$ cat config.mk
export PLATFORM = sky130hd
export DESIGN_NAME = enemyField
export DESIGN_NICKNAME = d
export VERILOG_FILES = /design/src/verilog/gamePkg.sv /design/src/verilog/frameTicker.sv /design/src/verilog/walkAnimator.sv /design/src/verilog/enemyChaser.sv /design/src/verilog/spriteMixer.sv /design/src/verilog/enemyField.sv
export VERILOG_INCLUDE_DIRS = /design/src /design/src/verilog
export SDC_FILE = /design/constraint.sdc
export NUM_CORES = 1
export LEC_CHECK = 0
export BUFFER_PORTS_ARGS = -buffer_cell sky130_fd_sc_hd__buf_2
export CORE_AREA = 5 5 191 193
export DETAILED_ROUTE_END_ITERATION = 12
export DIE_AREA = 0 0 196 198
export HOLD_SLACK_MARGIN = 0.1
export PLACE_DENSITY = 0.7
export SLEW_MARGIN = 20
export SYNTH_ARGS = -nofsm -noshare
export SYNTH_HDL_FRONTEND = slang
export SYNTH_HIERARCHICAL = 1
export SYNTH_SLANG_ARGS = --single-unit
export TNS_END_PERCENT = 100
$ cat constraint.sdc
create_clock -name Clk -period 8.6 [get_ports Clk]
set_clock_uncertainty 0.2 [all_clocks]
set_input_delay 0.86 -clock Clk [delete_from_list [all_inputs] [get_ports Clk]]
set_output_delay 0.86 -clock Clk [all_outputs]
set_load 0.05 [all_outputs]
$ cat src/verilog/game_config.svh
//**************************************************************************
// Game constants for the enemy block. Include wherever enemy counts,
// sprite geometry, playfield bounds or move timing are needed.
//**************************************************************************

`ifndef GAME_CONFIG_SVH
`define GAME_CONFIG_SVH

// Enemy group
`define ENEMY_COUNT   3
`define ENEMY_SIZE    26     // Sprite is square

// Player hit box
`define PLAYER_WIDTH  18
`define PLAYER_HEIGHT 20

// Walkable area in screen pixels
`define X_MIN         0
`define X_MAX         319
`define Y_MIN         52
`define Y_MAX         205

// Motion pacing
`define STEP_SIZE     1      // Pixels per move tick
`define TICK_DIVIDE   4      // Frame edges per move tick

`endif

$ cat src/verilog/gamePkg.sv
//**************************************************************************
// Shared types of the enemy block: screen coordinates, positions, sprite
// addresses, facing and walk phase. Import into any module using them.
//**************************************************************************

`include "game_config.svh"

package gamePkg;

    typedef logic [8:0] coord_t;          // Covers the 320 wide screen

    typedef struct packed {
        coord_t x;
        coord_t y;
    } pos_t;

    typedef logic [12:0] spriteAddr_t;    // Twelve frames of 26x26 pixels

    // Facing, also the row of frames in the sprite sheet
    typedef enum logic [1:0] {
        dirDown  = 2'd0,
        dirLeft  = 2'd1,
        dirUp    = 2'd2,
        dirRight = 2'd3
    } dir_t;

    typedef logic [1:0] walkPhase_t;

    typedef logic [`ENEMY_COUNT-1:0] enemyMask_t;    // One bit per enemy

endpackage

$ cat src/verilog/frameTicker.sv
//**************************************************************************
// Turns the frame level into a one-cycle move tick on every
// TICK_DIVIDE-th rising frame edge. One instance serves all enemies.
//**************************************************************************

`include "game_config.svh"

module frameTicker (
    input  logic Clk,
    input  logic reset,
    input  logic frameSync,
    output logic moveTick
);

    localparam int unsigned cntWidth = $clog2(`TICK_DIVIDE);
    localparam logic [cntWidth-1:0] lastCount = cntWidth'(`TICK_DIVIDE - 1);

    logic                frameDly;    // Frame level one cycle back
    logic                edgePulse;
    logic [cntWidth-1:0] edgeCount;

    always_ff @(posedge Clk) begin
        if (reset) begin
            frameDly  <= 1'b0;
            edgePulse <= 1'b0;
            edgeCount <= '0;
            moveTick  <= 1'b0;
        end else begin
            frameDly  <= frameSync;
            edgePulse <= frameSync && !frameDly;
            moveTick  <= 1'b0;
            if (edgePulse) begin
                if (edgeCount == lastCount) begin
                    edgeCount <= '0;
                    moveTick  <= 1'b1;    // Every fourth edge
                end else begin
                    edgeCount <= edgeCount + 1'b1;
                end
            end
        end
    end

    // Edge pulses are one cycle long, so ticks never run back to back
    assert property (@(posedge Clk) disable iff (reset) moveTick |=> !moveTick);

endmodule

$ cat src/verilog/walkAnimator.sv
//**************************************************************************
// Walk phase counter of one enemy. Advances on move ticks while the
// enemy steps and falls back to the idle frame when it stands.
//**************************************************************************

module walkAnimator
    import gamePkg::*;
(
    input  logic       Clk,
    input  logic       reset,
    input  logic       moveTick,
    input  logic       moving,
    output walkPhase_t phase
);

    always_ff @(posedge Clk) begin
        if (reset) begin
            phase <= '0;
        end else if (moveTick) begin
            if (moving) begin
                phase <= phase + 1'b1;    // Wraps after 3
            end else begin
                phase <= '0;              // Idle frame
            end
        end
    end

endmodule

$ cat src/verilog/enemyChaser.sv
//**************************************************************************
// One enemy: chases the player on move ticks, flags attack readiness when
// it stood still, and maps the scanned pixel to a sprite-ROM address.
//**************************************************************************

`include "game_config.svh"

module enemyChaser
    import gamePkg::*;
#(
    parameter int enemyId = 0
) (
    input  logic        Clk,
    input  logic        reset,
    input  logic        moveTick,
    input  logic        alive,
    input  pos_t        player,
    input  pos_t        pixel,
    output pos_t        enemyPos,
    output logic        attackReady,
    output logic        hit,
    output spriteAddr_t spriteAddr
);

    // Edge math runs one bit wider so sums never wrap
    localparam logic [9:0] enemySpan    = 10'(`ENEMY_SIZE);
    localparam logic [9:0] playerWidth  = 10'(`PLAYER_WIDTH);
    localparam logic [9:0] playerHeight = 10'(`PLAYER_HEIGHT);
    localparam logic [9:0] xMin         = 10'(`X_MIN);
    localparam logic [9:0] xMax         = 10'(`X_MAX);
    localparam logic [9:0] yMin         = 10'(`Y_MIN);
    localparam logic [9:0] yMax         = 10'(`Y_MAX);
    localparam coord_t stepSize = coord_t'(`STEP_SIZE);
    localparam coord_t startX = coord_t'(70 * (enemyId + 1) - `ENEMY_SIZE / 2);
    localparam coord_t startY = coord_t'(40 * (enemyId + 1) - `ENEMY_SIZE / 2);
    localparam spriteAddr_t frameSize = spriteAddr_t'(`ENEMY_SIZE * `ENEMY_SIZE);

    dir_t       dir;
    dir_t       nextDir;
    pos_t       nextPos;
    logic       stepping;    // This tick moves the enemy
    logic       lastMoved;   // Previous alive tick moved it
    walkPhase_t phase;
    logic [9:0] leftX, topY, rightEdge, bottomEdge;
    logic [9:0] playerRight, playerBottom;
    coord_t     dx, dy;
    logic [3:0] dirBase, frameIdx;

    assign leftX        = {1'b0, enemyPos.x};
    assign topY         = {1'b0, enemyPos.y};
    assign rightEdge    = leftX + enemySpan;
    assign bottomEdge   = topY + enemySpan;
    assign playerRight  = {1'b0, player.x} + playerWidth;
    assign playerBottom = {1'b0, player.y} + playerHeight;

    // Horizontal chase first, then vertical; bounds cancel the step only
    always_comb begin
        nextPos  = enemyPos;
        nextDir  = dir;
        stepping = 1'b0;
        if (rightEdge < {1'b0, player.x}) begin
            nextDir = dirRight;
            if (rightEdge < xMax) begin
                nextPos.x = enemyPos.x + stepSize;
                stepping  = 1'b1;
            end
        end else if (leftX > playerRight) begin
            nextDir = dirLeft;
            if (leftX > xMin) begin
                nextPos.x = enemyPos.x - stepSize;
                stepping  = 1'b1;
            end
        end else if (bottomEdge < {1'b0, player.y}) begin
            nextDir = dirDown;
            if (bottomEdge < yMax) begin
                nextPos.y = enemyPos.y + stepSize;
                stepping  = 1'b1;
            end
        end else if (topY > playerBottom) begin
            nextDir = dirUp;
            if (topY > yMin) begin
                nextPos.y = enemyPos.y - stepSize;
                stepping  = 1'b1;
            end
        end
    end

    always_ff @(posedge Clk) begin
        if (reset) begin
            enemyPos.x  <= startX;
            enemyPos.y  <= startY;
            dir         <= dirDown;
            attackReady <= 1'b0;
            lastMoved   <= 1'b0;
        end else if (moveTick && alive) begin    // Dead enemies freeze
            enemyPos    <= nextPos;
            dir         <= nextDir;
            attackReady <= !lastMoved;
            lastMoved   <= stepping;
        end
    end

    walkAnimator walkAnimator_i (
        .Clk      (Clk),
        .reset    (reset),
        .moveTick (moveTick),
        .moving   (alive && stepping),
        .phase    (phase)
    );

    assign hit = alive &&
                 ({1'b0, pixel.x} >= leftX) && ({1'b0, pixel.x} < rightEdge) &&
                 ({1'b0, pixel.y} >= topY) && ({1'b0, pixel.y} < bottomEdge);

    assign dx = pixel.x - enemyPos.x;
    assign dy = pixel.y - enemyPos.y;

    // Three frames per facing: idle, then two stride frames
    assign dirBase  = 4'(dir) * 4'd3;
    assign frameIdx = phase[0] ? dirBase + 4'd1 + 4'(phase[1]) : dirBase;

    assign spriteAddr = hit ? spriteAddr_t'(dx) + spriteAddr_t'(dy) * spriteAddr_t'(`ENEMY_SIZE)
                              + spriteAddr_t'(frameIdx) * frameSize
                            : '0;

    // Start row of enemy 0 lies above Y_MIN, so the top is checked on upward steps only
    assert property (@(posedge Clk) disable iff (reset)
        (rightEdge <= xMax) && (bottomEdge <= yMax) &&
        ((enemyPos.y < $past(enemyPos.y)) -> (topY >= yMin)));

    // Facing only turns at a move tick
    assert property (@(posedge Clk) disable iff (reset) !moveTick |=> $stable(dir));

endmodule

$ cat src/verilog/spriteMixer.sv
//**************************************************************************
// Per-pixel priority mux over the enemies. The lowest-numbered enemy
// covering the pixel owns it and supplies the sprite-ROM address.
//**************************************************************************

`include "game_config.svh"

module spriteMixer
    import gamePkg::*;
(
    input  enemyMask_t                     hits,
    input  spriteAddr_t [`ENEMY_COUNT-1:0] addrs,
    output logic                           spriteHit,
    output spriteAddr_t                    spriteAddr,
    output logic [1:0]                     spriteOwner
);

    // Scan from the top so lower ids overwrite higher ones
    always_comb begin
        spriteHit   = 1'b0;
        spriteAddr  = '0;
        spriteOwner = '0;
        for (int i = `ENEMY_COUNT - 1; i >= 0; i--) begin
            if (hits[i]) begin
                spriteHit   = 1'b1;
                spriteAddr  = addrs[i];
                spriteOwner = 2'(i);
            end
        end
    end

endmodule

$ cat src/verilog/enemyField.sv
//**************************************************************************
// Top level of the enemy block: frame ticker, the enemy array and the
// sprite mixer that feeds the pixel pipeline.
//**************************************************************************

`include "game_config.svh"

module enemyField
    import gamePkg::*;
(
    input  logic                    Clk,
    input  logic                    reset,
    input  logic                    frameSync,
    input  pos_t                    player,
    input  pos_t                    pixel,
    input  enemyMask_t              alive,
    output pos_t [`ENEMY_COUNT-1:0] enemyPos,
    output enemyMask_t              attackReady,
    output logic                    spriteHit,
    output spriteAddr_t             spriteAddr,
    output logic [1:0]              spriteOwner
);

    logic                           moveTick;
    enemyMask_t                     hits;
    spriteAddr_t [`ENEMY_COUNT-1:0] addrs;

    frameTicker frameTicker_i (
        .Clk       (Clk),
        .reset     (reset),
        .frameSync (frameSync),
        .moveTick  (moveTick)
    );

    for (genvar i = 0; i < `ENEMY_COUNT; i++) begin : chaserGen
        enemyChaser #(
            .enemyId (i)
        ) enemyChaser_i (
            .Clk         (Clk),
            .reset       (reset),
            .moveTick    (moveTick),
            .alive       (alive[i]),
            .player      (player),
            .pixel       (pixel),
            .enemyPos    (enemyPos[i]),
            .attackReady (attackReady[i]),
            .hit         (hits[i]),
            .spriteAddr  (addrs[i])
        );
    end

    spriteMixer spriteMixer_i (
        .hits        (hits),
        .addrs       (addrs),
        .spriteHit   (spriteHit),
        .spriteAddr  (spriteAddr),
        .spriteOwner (spriteOwner)
    );

    // Attack flags only change on the cycle after a tick
    assert property (@(posedge Clk) disable iff (reset) !$stable(attackReady) |-> $past(moveTick));

endmodule

Word-level counts from Yosys, hierarchy flattened
Index checks and enable logic that the tools add are counted.
{"block": "classes", "n_addsub": 42, "mul": 9, "n_div": 0, "magnitude_cmp": 36, "eq_ne": 7, "n_shift": 0, "n_mux": 77, "bitwise": 7, "n_reduce_logical": 48}
{"operator": "9-bit 2-to-1 mux", "count": 24}
{"operator": "9-bit by 5-bit adder with 10-bit output, second input constant", "count": 8}
{"operator": "9-bit by 10-bit greater-than comparator with 1-bit output", "count": 6}
{"operator": "10-bit by 9-bit < comparator with 1-bit output", "count": 6}
{"operator": "9-bit by 10-bit < comparator with 1-bit output", "count": 6}
{"operator": "9-bit by 1-bit adder with 9-bit output, second input constant", "count": 6}
{"operator": "9-bit greater-or-equal comparator", "count": 6}
{"operator": "9-bit by 1-bit subtractor with 9-bit output, second input constant", "count": 6}
{"operator": "9-bit subtractor", "count": 6}
{"operator": "13-bit adder", "count": 3}
{"operator": "9-bit by 13-bit adder with 13-bit output", "count": 3}
{"operator": "13-bit 2-to-1 mux", "count": 3}
{"operator": "2-bit 2-to-1 mux", "count": 19}
{"operator": "9-bit by 4-bit multiplier with 12-bit output, second input constant", "count": 3}
{"operator": "4-bit by 8-bit multiplier with 11-bit output, second input constant", "count": 3}
{"operator": "10-bit by 8-bit < comparator with 1-bit output, second input constant", "count": 3}
{"operator": "10-bit by 9-bit < comparator with 1-bit output, second input constant", "count": 3}
{"operator": "1-bit 2-to-1 mux", "count": 28}
{"operator": "9-bit by 1-bit greater-than comparator with 1-bit output, second input constant", "count": 3}
{"operator": "9-bit by 6-bit greater-than comparator with 1-bit output, second input constant", "count": 3}
{"operator": "2-bit nonzero test", "count": 12}
{"operator": "1-bit logical AND", "count": 19}
{"operator": "6-bit AND reduction", "count": 3}
{"operator": "4-bit by 1-bit adder with 4-bit output", "count": 3}
{"operator": "other kinds (12)", "count": 41}
{"block": "word_totals", "register_bits": 77, "latchBits": 0, "ram_bits": 0, "mem_bits_ro": 0, "in_bits": 42, "word_cells": 248, "n_memories": 0}

Logic depth before layout (Yosys ltp)
Gate-level depths: netlist of run 1.
{"block": "logic_depth", "word_depth": 9, "ltp_mapped": 28}

Modules after synthesis
Netlist of run 1, hierarchy kept.
{"mod": "enemyChaser (chaserGen[0].enemyChaser_i)", "n_inst": 1, "cells_each": 712, "area_per_inst_um2": 5786.8, "seq_area_each_um2": 440.4}
{"mod": "enemyChaser (chaserGen[2].enemyChaser_i)", "n_inst": 1, "cells_each": 722, "area_per_inst_um2": 5715.5, "seq_area_each_um2": 440.4}
{"mod": "enemyChaser (chaserGen[1].enemyChaser_i)", "n_inst": 1, "cells_each": 697, "area_per_inst_um2": 5645.4, "seq_area_each_um2": 440.4}
{"mod": "spriteMixer", "n_inst": 1, "cells_each": 62, "area_per_inst_um2": 471.7, "seq_area_each_um2": 0.0}
{"mod": "walkAnimator", "n_inst": 3, "cells_each": 10, "area_per_inst_um2": 86.3, "seq_area_each_um2": 40.0}
{"mod": "frameTicker", "n_inst": 1, "cells_each": 14, "area_per_inst_um2": 167.7, "seq_area_each_um2": 100.1}

Least setup slack after synthesis of run 1
No wires, ideal clock.
{"block": "synth_path", "kind": "input port to output port", "start": "input pixel[0] in the netlist's numbering", "end": "output spriteAddr[12]", "arrival_ns": 6.442, "required_time_ns": 7.540, "setup_slack_ns": 1.098, "path_stages": 27, "cell_sequence": "inv_1 ha_1 inv_1 fa_1 a21o_1 a21oi_1 o21bai_1 a21oi_1 xor2_1 inv_1 ha_1 inv_1 fa_1 inv_1 ha_1 nand2_1 a2bb2oi_1 nor2b_1 xnor2_1 ha_1 ha_1 nand2_1 or4_1 a21bo_2 mux2i_1 nor2b_1 a21oi_1"}
{"item": "from (decl)", "line": "enemyField.sv:15", "rtl": "input pos_t pixel,"}
{"item": "to (decl)", "line": "enemyField.sv:20", "rtl": "output spriteAddr_t spriteAddr,"}

==> results of run 1 <==
## Yosys cell counts (6+ instances only)
master,n,share of area (%)
and2_1,25,0.87
o21a_1,32,1.3
a211oi_1,21,0.87
o21bai_1,15,0.62
nor4_1,23,0.80
or3_1,18,0.62
clkbuf_1,19,0.40
a2111oi_0,7,0.34
a31oi_1,17,0.59
nand2b_1,12,0.42
a21oi_1,156,4.3
fa_1,60,6.7
nand3b_1,14,0.58
nor3_2,7,0.39
and3_1,7,0.24
a21o_1,49,2.0
nor2_1,170,3.5
o2111ai_1,9,0.44
ha_1,394,27
inv_1,292,6.1
mux2_2,6,0.37
a31o_2,6,0.29
xnor2_1,179,8.7
xor2_1,56,2.7
nand3_1,44,1.2
dfxtp_1,77,8.5
or4_1,7,0.29
o211ai_1,10,0.42
a21oi_2,16,0.78
nand4_1,24,0.83
a211o_1,11,0.53
buf_2,7,0.19
o41ai_1,14,0.68
o31ai_1,12,0.50
nor3_1,63,1.7
o21ai_0,117,3.2
nand2_1,61,1.3
or2_2,7,0.24
mux2i_1,15,0.83
nor2b_1,48,1.7
## per-stage QoR
| stage | std cells | hold WS, ns | setup WS (ns) |
|---|---|---|---|
| after global placement | 2777 | 0.175 | 0.904 |
| final | 2795 | 0.182 | 0.716 |
| after global routing | 2794 | 0.212 | 0.251 |
| after detailed placement | 2777 | 0.177 | 0.836 |
| after CTS | 2793 | 0.186 | 0.737 |
| after floorplan | 2237 | 0.167 | 1.10 |
## state kept, by name, indices dropped and copies added, names as in the netlist
register                                      flops
frameTicker_i/edgePulse                           1
chaserGen.enemyChaser_i/walkAnimator_i/phase      6
frameTicker_i/moveTick                            1
chaserGen.enemyChaser_i/lastMoved                 3
frameTicker_i/edgeCount                           2
chaserGen.enemyChaser_i/enemyPos                 54
frameTicker_i/frameDly                            1
chaserGen.enemyChaser_i/dir                       6
chaserGen.enemyChaser_i/attackReady               3
## cell type report
cell class                 count  area, µm²  share of cell area (%)
antenna                        1       2.50                  0.0129
clock inverter                 6       93.8                   0.484
tap                          455        569                    2.94
clock buffer                  10        229                    1.18
sequential                    77       1540                    7.95
inverter                     295       1120                    5.78
timing repair buffer         119        616                    3.18
multi-input combinational   1832      15200                    78.5
## final timing paths
| check | slack [ns] | cells past startpoint | from | endpoint |
|---|---|---|---|---|
| max | 0.72 | 23 | chaserGen[2].enemyChaser_i/enemyPos[1] | spriteAddr[12] |
| min | 0.18 | 1 | frameTicker_i/frameDly | frameTicker_i/edgePulse |
| max reg2reg | 3.16 | 17 | chaserGen[0].enemyChaser_i/enemyPos[1] | chaserGen[0].enemyChaser_i/enemyPos[8] |
| min reg2reg | 0.18 | 1 | frameTicker_i/frameDly | frameTicker_i/edgePulse |
## logic make-up (layout without fill, tap and decap cells)
logic type      count (synthesis)  in the layout  share of synthesized area (%)
other cells                     0              1                              0
simple gates                  574            574                           17.3
flops                          77             77                           8.54
fa+ha+maj                     454            454                           34.0
compound gates                544            544                           20.0
mux                            23             23                           1.37
xor+xnor                      237            237                           11.6
buf+inv                       328            430                           7.26
## metal layers
| metal | global-route usage (%) | up-vias | wire length, µm |
|---|---|---|---|
| met5 | 0 | - | 0 |
| met4 | 7.84 | 0 | 1350 |
| met3 | 3.37 | 81 | 2410 |
| met2 | 43.7 | 420 | 23600 |
| met1 | 33.6 | 7750 | 22900 |
| li1 | - | 8135 | - |
## worst reg2reg max path, delay by kind of cell (launching register included)
kind	cells	cell delay [ns]
AOI/OAI and AO/OA	6	1.68
xor gates and xnor gates	2	0.43
adders and majority gates	3	1.06
buffers and inverters	2	0.32
DFF	1	0.62
and+or+nand+nor	4	1.06
## power by group
group          switching, W  internal, W
sequential      0.000000658     0.000357
clock              0.000195     0.000257
combinational       0.00105     0.000825
==> results.txt, run 1 <==
status -> finished clean
Period minus WS final -> 7.88 ns
crit path max fanout -> 11
DRT Pass-1 Iters -> 6
most common library cell in the layout ignoring fill and taps -> ha_1
post-synth net total -> 2733
CTS Sinks -> 77
vias per inst -> 5.86
I/O pins -> 115
Initial Util -> 52.5%
area post-placement -> 0.0190 mm²
Iter 0 DRT Violations -> 968
#FFs+latches synth -> 77
final net count -> 2830
Die W -> 196 µm
EDFF count, synth -> 0
synthesized area -> 0.0180 mm²
largest net degree at the start of global routing -> 45
total negative slack -> 0 ns
critical path class -> reg -> out
Overall Power -> 0.00269 W
CP Capture Type -> output pin
Final HPWL DP -> 41800 µm
slew margin rel. -> 37.4%
Slowest-stage cell, CP -> dfxtp_1
ys async rst share -> 0%
total CTS buffers -> 9
layout cells sized above 1 -> 9.36%
max-cap violation count -> 0
RSZ-0062 raised after global routing -> no
maximum clock frequency -> 0.127 GHz
RePlAce Congestion -> 0.927
setup violators final -> 0
area grow syn2layout -> 7.39%
CTS clk-pin slew, worst paths -> 0.06 ns
VDD IR-drop max -> 0.161 mV
yosys warns -> 6
initial antenna violation count -> 0
Hold Crit Class -> reg -> reg
Overflow after GRT -> 0
cells along the critical path -> inv_1 -> fa_1 -> a21o_1 -> a21oi_1 -> o21bai_1 -> a21oi_1 -> xor2_1 -> inv_1 -> ha_1 -> inv_1 -> fa_1 -> inv_1 -> ha_1 -> xnor2_1 -> ha_1 -> ha_1 -> o41ai_1 -> o21ai_0 -> or2_2 -> mux2i_1 -> nand3b_1 -> a21oi_1 -> buf_2
Pwr Density -> 139 mW/mm²
final instance area -> 0.0194 mm²
Floorplan Core Area -> 0.0344 mm²
Worst-Margin Slew -> 0.914 ns
Worst-Skew Late Latency -> 0.39 ns
Synth Instances -> 2237
routed via count -> 16386
CTS Buffer Depth -> 2
worst path bufs/invs -> 5
final wirelength -> 50300 µm
global router's overall resource usage -> 25.5%
vias in the first global route -> 16085
final antenna-violating net count -> 0
DR DRC count -> 0
Avg Cell Area, Syn -> 8.07 µm²
Fillers -> 3288
hold buffer count at cts -> 0
critical path's largest stage delay -> 0.67 ns
H-tree levels -> 3
Die Ht -> 198 µm
clock root buffer -> clkbuf_16
die area -> 0.0388 mm²
post-cts sizing count -> 0
post-layout util -> 56.4%
Tcrit/Tclk final -> 91.7%
post-synthesis sequential area ratio -> 8.54%
Primary FF master, synth -> dfxtp_1
Largest delay share family, worst path -> adder cells
critical path arrival -> 6.82 ns
Post-CTS Setup Bufs -> 0
LEAKAGE -> 9.50 nW
first-pass GRT wire length -> 81400 µm
post-synthesis cell type count -> 101
Final Hold Viols -> 0
startpoint types -> flip-flop
Port Buf Inserts -> 114
Slew Limit Fails -> 0
TritonCTS clock tree -> built
Avg WL per Cell -> 18.0 µm
data required time of the worst path -> 7.54 ns
most frequent cells in the layout -> 394 x ha_1, 292 x inv_1, 179 x xnor2_1, 170 x nor2_1, 156 x a21oi_1
num rows -> 68
No activity file was read; power rests on OpenSTA's default activity.
==> run 2: changes to the inputs <==
- ABC_AREA: unset -> 1
- CORE_AREA: 5 5 191 193 -> 5 5 199 201
- DIE_AREA: 0 0 196 198 -> 0 0 204 206
==> run 2 against run 1 <==
  * Die area is 8.3% higher
  * First-iteration DRC count is 24% higher
  * Count of clock-buffer cells in the layout is 1 lower
  * Sequential share of layout area is 0.59 points lower
  * Final cell count is 27% higher
  * Maximum frequency is 0.20% lower
  * Area after synthesis is 8.7% higher
  * Utilization is 0.42 points lower
  * Via count is 17% higher
  * Largest power group unchanged
==> results.txt, run 2 <==
status -> finished clean (unchanged)
#FFs+latches synth -> 77 (unchanged)
Final Non-Filler Cells -> 3544 (was 2795)
most common library cell in the layout ignoring fill and taps -> nand2_1 (was ha_1)
yosys warns -> 6 (unchanged)
RSZ-0062 raised after global routing -> no (unchanged)
final antenna-violating net count -> 0 (unchanged)
first-pass GRT wire length -> 91300 µm (was 81400 µm)
Worst path most repeated cell -> inv_1
largest net degree at the start of global routing -> 29 (was 45)
Final HPWL DP -> 46200 µm (was 41800 µm)
Synth Instances -> 2923 (was 2237)
crit path max fanout -> 10 (was 11)
worst reg2reg path depth -> 23 (was 17)
Post-CTS Setup Bufs -> 0 (unchanged)
most frequent cells in the layout -> 594 x nand2_1, 515 x inv_1, 394 x ha_1, 251 x nor2_1, 206 x a21oi_1 (was 394 x ha_1, 292 x inv_1, 179 x xnor2_1, 170 x nor2_1, 156 x a21oi_1)
max-cap violation count -> 0 (unchanged)
Synth top area share -> 25.1% (was 27.3%)
critical path class -> reg -> out (unchanged)
Primary FF master, synth -> dfxtp_1 (unchanged)
routed via count -> 19124 (was 16386)
VDD IR-drop max -> 0.146 mV (was 0.161 mV)
EDFF count, synth -> 0 (unchanged)
CP Capture Type -> output pin (unchanged)
setup violators final -> 0 (unchanged)
clock root buffer -> clkbuf_16 (unchanged)
max reg flops -> 54 (unchanged)
DRT Pass-1 Iters -> 5 (was 6)
CTS clk-pin slew, worst paths -> 0.07 ns (was 0.06 ns)
TritonCTS clock tree -> built (unchanged)
CP Launch Point -> chaserGen[0].enemyChaser_i/enemyPos[1] (was chaserGen[2].enemyChaser_i/enemyPos[1])
initial antenna violation count -> 1 (was 0)
reg2reg start -> chaserGen[1].enemyChaser_i/enemyPos[10] (was chaserGen[0].enemyChaser_i/enemyPos[1])
vias in the first global route -> 18916 (was 16085)
largest registers -> chaserGen.enemyChaser_i/enemyPos (54), chaserGen.enemyChaser_i/dir (6), chaserGen.enemyChaser_i/walkAnimator_i/phase (6) (unchanged)
post-synthesis sequential area ratio -> 7.86% (was 8.54%)
Pwr Density -> 140 mW/mm² (was 139 mW/mm²)
Die Ht -> 206 µm (was 198 µm)
Synth area leader -> ha_1 (unchanged)
Overflow after GRT -> 0 (unchanged)
global router's overall resource usage -> 26.4% (was 25.5%)
Tcrit/Tclk final -> 91.9% (was 91.7%)
maximum clock frequency -> 0.127 GHz (about the same)
hold_sp -> frameTicker_i/frameDly (unchanged)
Worst-Margin Slew -> 0.783 ns (was 0.914 ns)
die area -> 0.0420 mm² (was 0.0388 mm²)
Synth area leaders -> ha_1 25%, nand2_1 11%, inv_1 9.9% (was ha_1 27%, xnor2_1 8.7%, dfxtp_1 8.5%)
Fillers -> 3714 (was 3288)
CTS Buffer Depth -> 2 (unchanged)
reg2reg end -> chaserGen[1].enemyChaser_i/enemyPos[17] (was chaserGen[0].enemyChaser_i/enemyPos[8])
startpoint types -> flip-flop (unchanged)
Worst-Skew Late Latency -> 0.38 ns (was 0.39 ns)
post-synth net total -> 3419 (was 2733)
Die W -> 204 µm (was 196 µm)
CTS Sinks -> 77 (unchanged)
I/O pins -> 115 (unchanged)
Hold Crit Class -> reg -> reg (unchanged)
Critical Path End -> spriteAddr[12] (unchanged)
data required time of the worst path -> 7.54 ns (about the same)
Period minus WS final -> 7.90 ns (was 7.88 ns)
Slew Limit Fails -> 0 (unchanged)
LEAKAGE -> 12.0 nW (was 9.50 nW)
hold buffer count at cts -> 0 (unchanged)
slew margin rel. -> 47.7% (was 37.4%)
area grow syn2layout -> 6.71% (was 7.39%)
synth cell count leaders -> 594 x nand2_1, 515 x inv_1, 394 x ha_1 (was 394 x ha_1, 292 x inv_1, 179 x xnor2_1)
Floorplan Core Area -> 0.0374 mm² (was 0.0344 mm²)
critical path arrival -> 6.84 ns (was 6.82 ns)
Iter 0 DRT Violations -> 1196 (was 968)
total negative slack -> 0 ns (unchanged)
final net count -> 3523 (was 2830)
Final Hold Viols -> 0 (unchanged)
R2R Setup Slk -> 4.36 ns (was 3.16 ns)
total CTS buffers -> 9 (unchanged)
Slowest-stage cell, CP -> dfxtp_1 (unchanged)
vias per inst -> 5.40 (was 5.86)
Avg Cell Area, Syn -> 6.71 µm² (was 8.07 µm²)
post-synthesis cell type count -> 60 (was 101)
Largest Register -> chaserGen.enemyChaser_i/enemyPos (unchanged)
DR DRC count -> 0 (unchanged)
Port Buf Inserts -> 114 (unchanged)
num rows -> 71 (was 68)
post-cts sizing count -> 0 (unchanged)
critical path's largest stage delay -> 0.70 ns (was 0.67 ns)
H-tree levels -> 3 (unchanged)
layout cells sized above 1 -> 9.30% (was 9.36%)
Post-Place Cells -> 3527 (was 2777)
count leader, synth -> nand2_1 (was ha_1)
final wirelength -> 55500 µm (was 50300 µm)
ys async rst share -> 0% (unchanged)
Avg WL per Cell -> 15.7 µm (was 18.0 µm)
Initial Util -> 52.4% (was 52.5%)
synthesized area -> 0.0196 mm² (was 0.0180 mm²)
RePlAce Congestion -> 0.969 (was 0.927)
run 2: changes by cell type after synthesis, moves of 22 or more:
cell	previous run	this run
nand2_1	61	594
inv_1	292	515
nand3_1	44	178
xnor2_1	179	52
xor2_1	56	143
nor2_1	170	251
a21oi_1	156	206
nor2b_1	48	0
o21ai_0	117	73
nand2_2	0	40
nor3_1	63	28
o21a_1	32	2
and2_1	25	3
run 2: per-layer routing:
metal  track usage, %  part of all wire [%]  vias to the layer above
li1                 -                     -                     9717
met5                0                     0                        -
met1             33.2                    44                     8821
met4             10.8                   3.9                        0
met2             46.5                    47                      468
met3             2.28                   4.5                      118
run 2: worst min path at each step:
stage	depth (start not counted)	to	slack [ns]
finish	1	frameTicker_i/edgePulse	0.19
global route	1	frameTicker_i/edgePulse	0.21
CTS	1	frameTicker_i/edgePulse	0.20
detailed placement	1	frameTicker_i/edgePulse	0.19
global placement	1	frameTicker_i/edgePulse	0.18
floorplan	1	frameTicker_i/edgePulse	0.17
run 2: cell type report:
cell class	instances	area [µm²]	share of cell area, %
Inverter	536	2020	9.66
Tap cell	511	639	3.05
Clock inverter	7	62.6	0.299
Antenna cell	1	2.50	0.0120
Sequential cell	77	1540	7.36
Timing Repair Buffer	115	578	2.76
Clock buffer	9	225	1.08
Multi-Input combinational cell	2288	15900	75.8
run 2: cell families (layout without fill, tap and decap cells):
group	after synthesis	in the layout	synth area share [%]
AOI/OAI and AO/OA	407	407	12.1
xor gates and xnor gates	196	196	8.79
adders and majority gates	454	454	31.3
buffers and inverters	558	667	11.3
DFF	77	77	7.86
other	0	1	0
and+or+nand+nor	1231	1231	28.7
run 2: metrics by stage:
step	instance area (µm²)	hold slack, ns	power [W]	setup slack (ns)	util [%]
after global placement	20600	0.179	0.00248	1.12	55.2
final	20900	0.194	0.00292	0.700	56.0
after detailed placement	20600	0.185	0.00251	0.977	55.2
after CTS	20900	0.196	0.00293	0.739	56.0
after floorplan	19600	0.174	0.00203	1.68	-
after global routing	20900	0.215	0.00327	0.190	56.0
run 2: power by group:
group,leakage [nW],switching (W),internal [W]
clock network,0.145,0.000201,0.000203
logic,11.3,0.00133,0.000830
registers,0.622,0.00000146,0.000358
total,12.0,0.00153,0.00139
run 2: critical path, delay by kind of cell (launching register included):
kind | cells | cell delay, ns
AO/OA/AOI/OAI | 4 | 0.69
adder cells (fa/ha/maj) | 5 | 2.04
XOR/XNOR | 2 | 0.45
buffers and inverters | 7 | 0.93
flip-flops | 1 | 0.70
AND/OR/NAND/NOR | 13 | 1.67
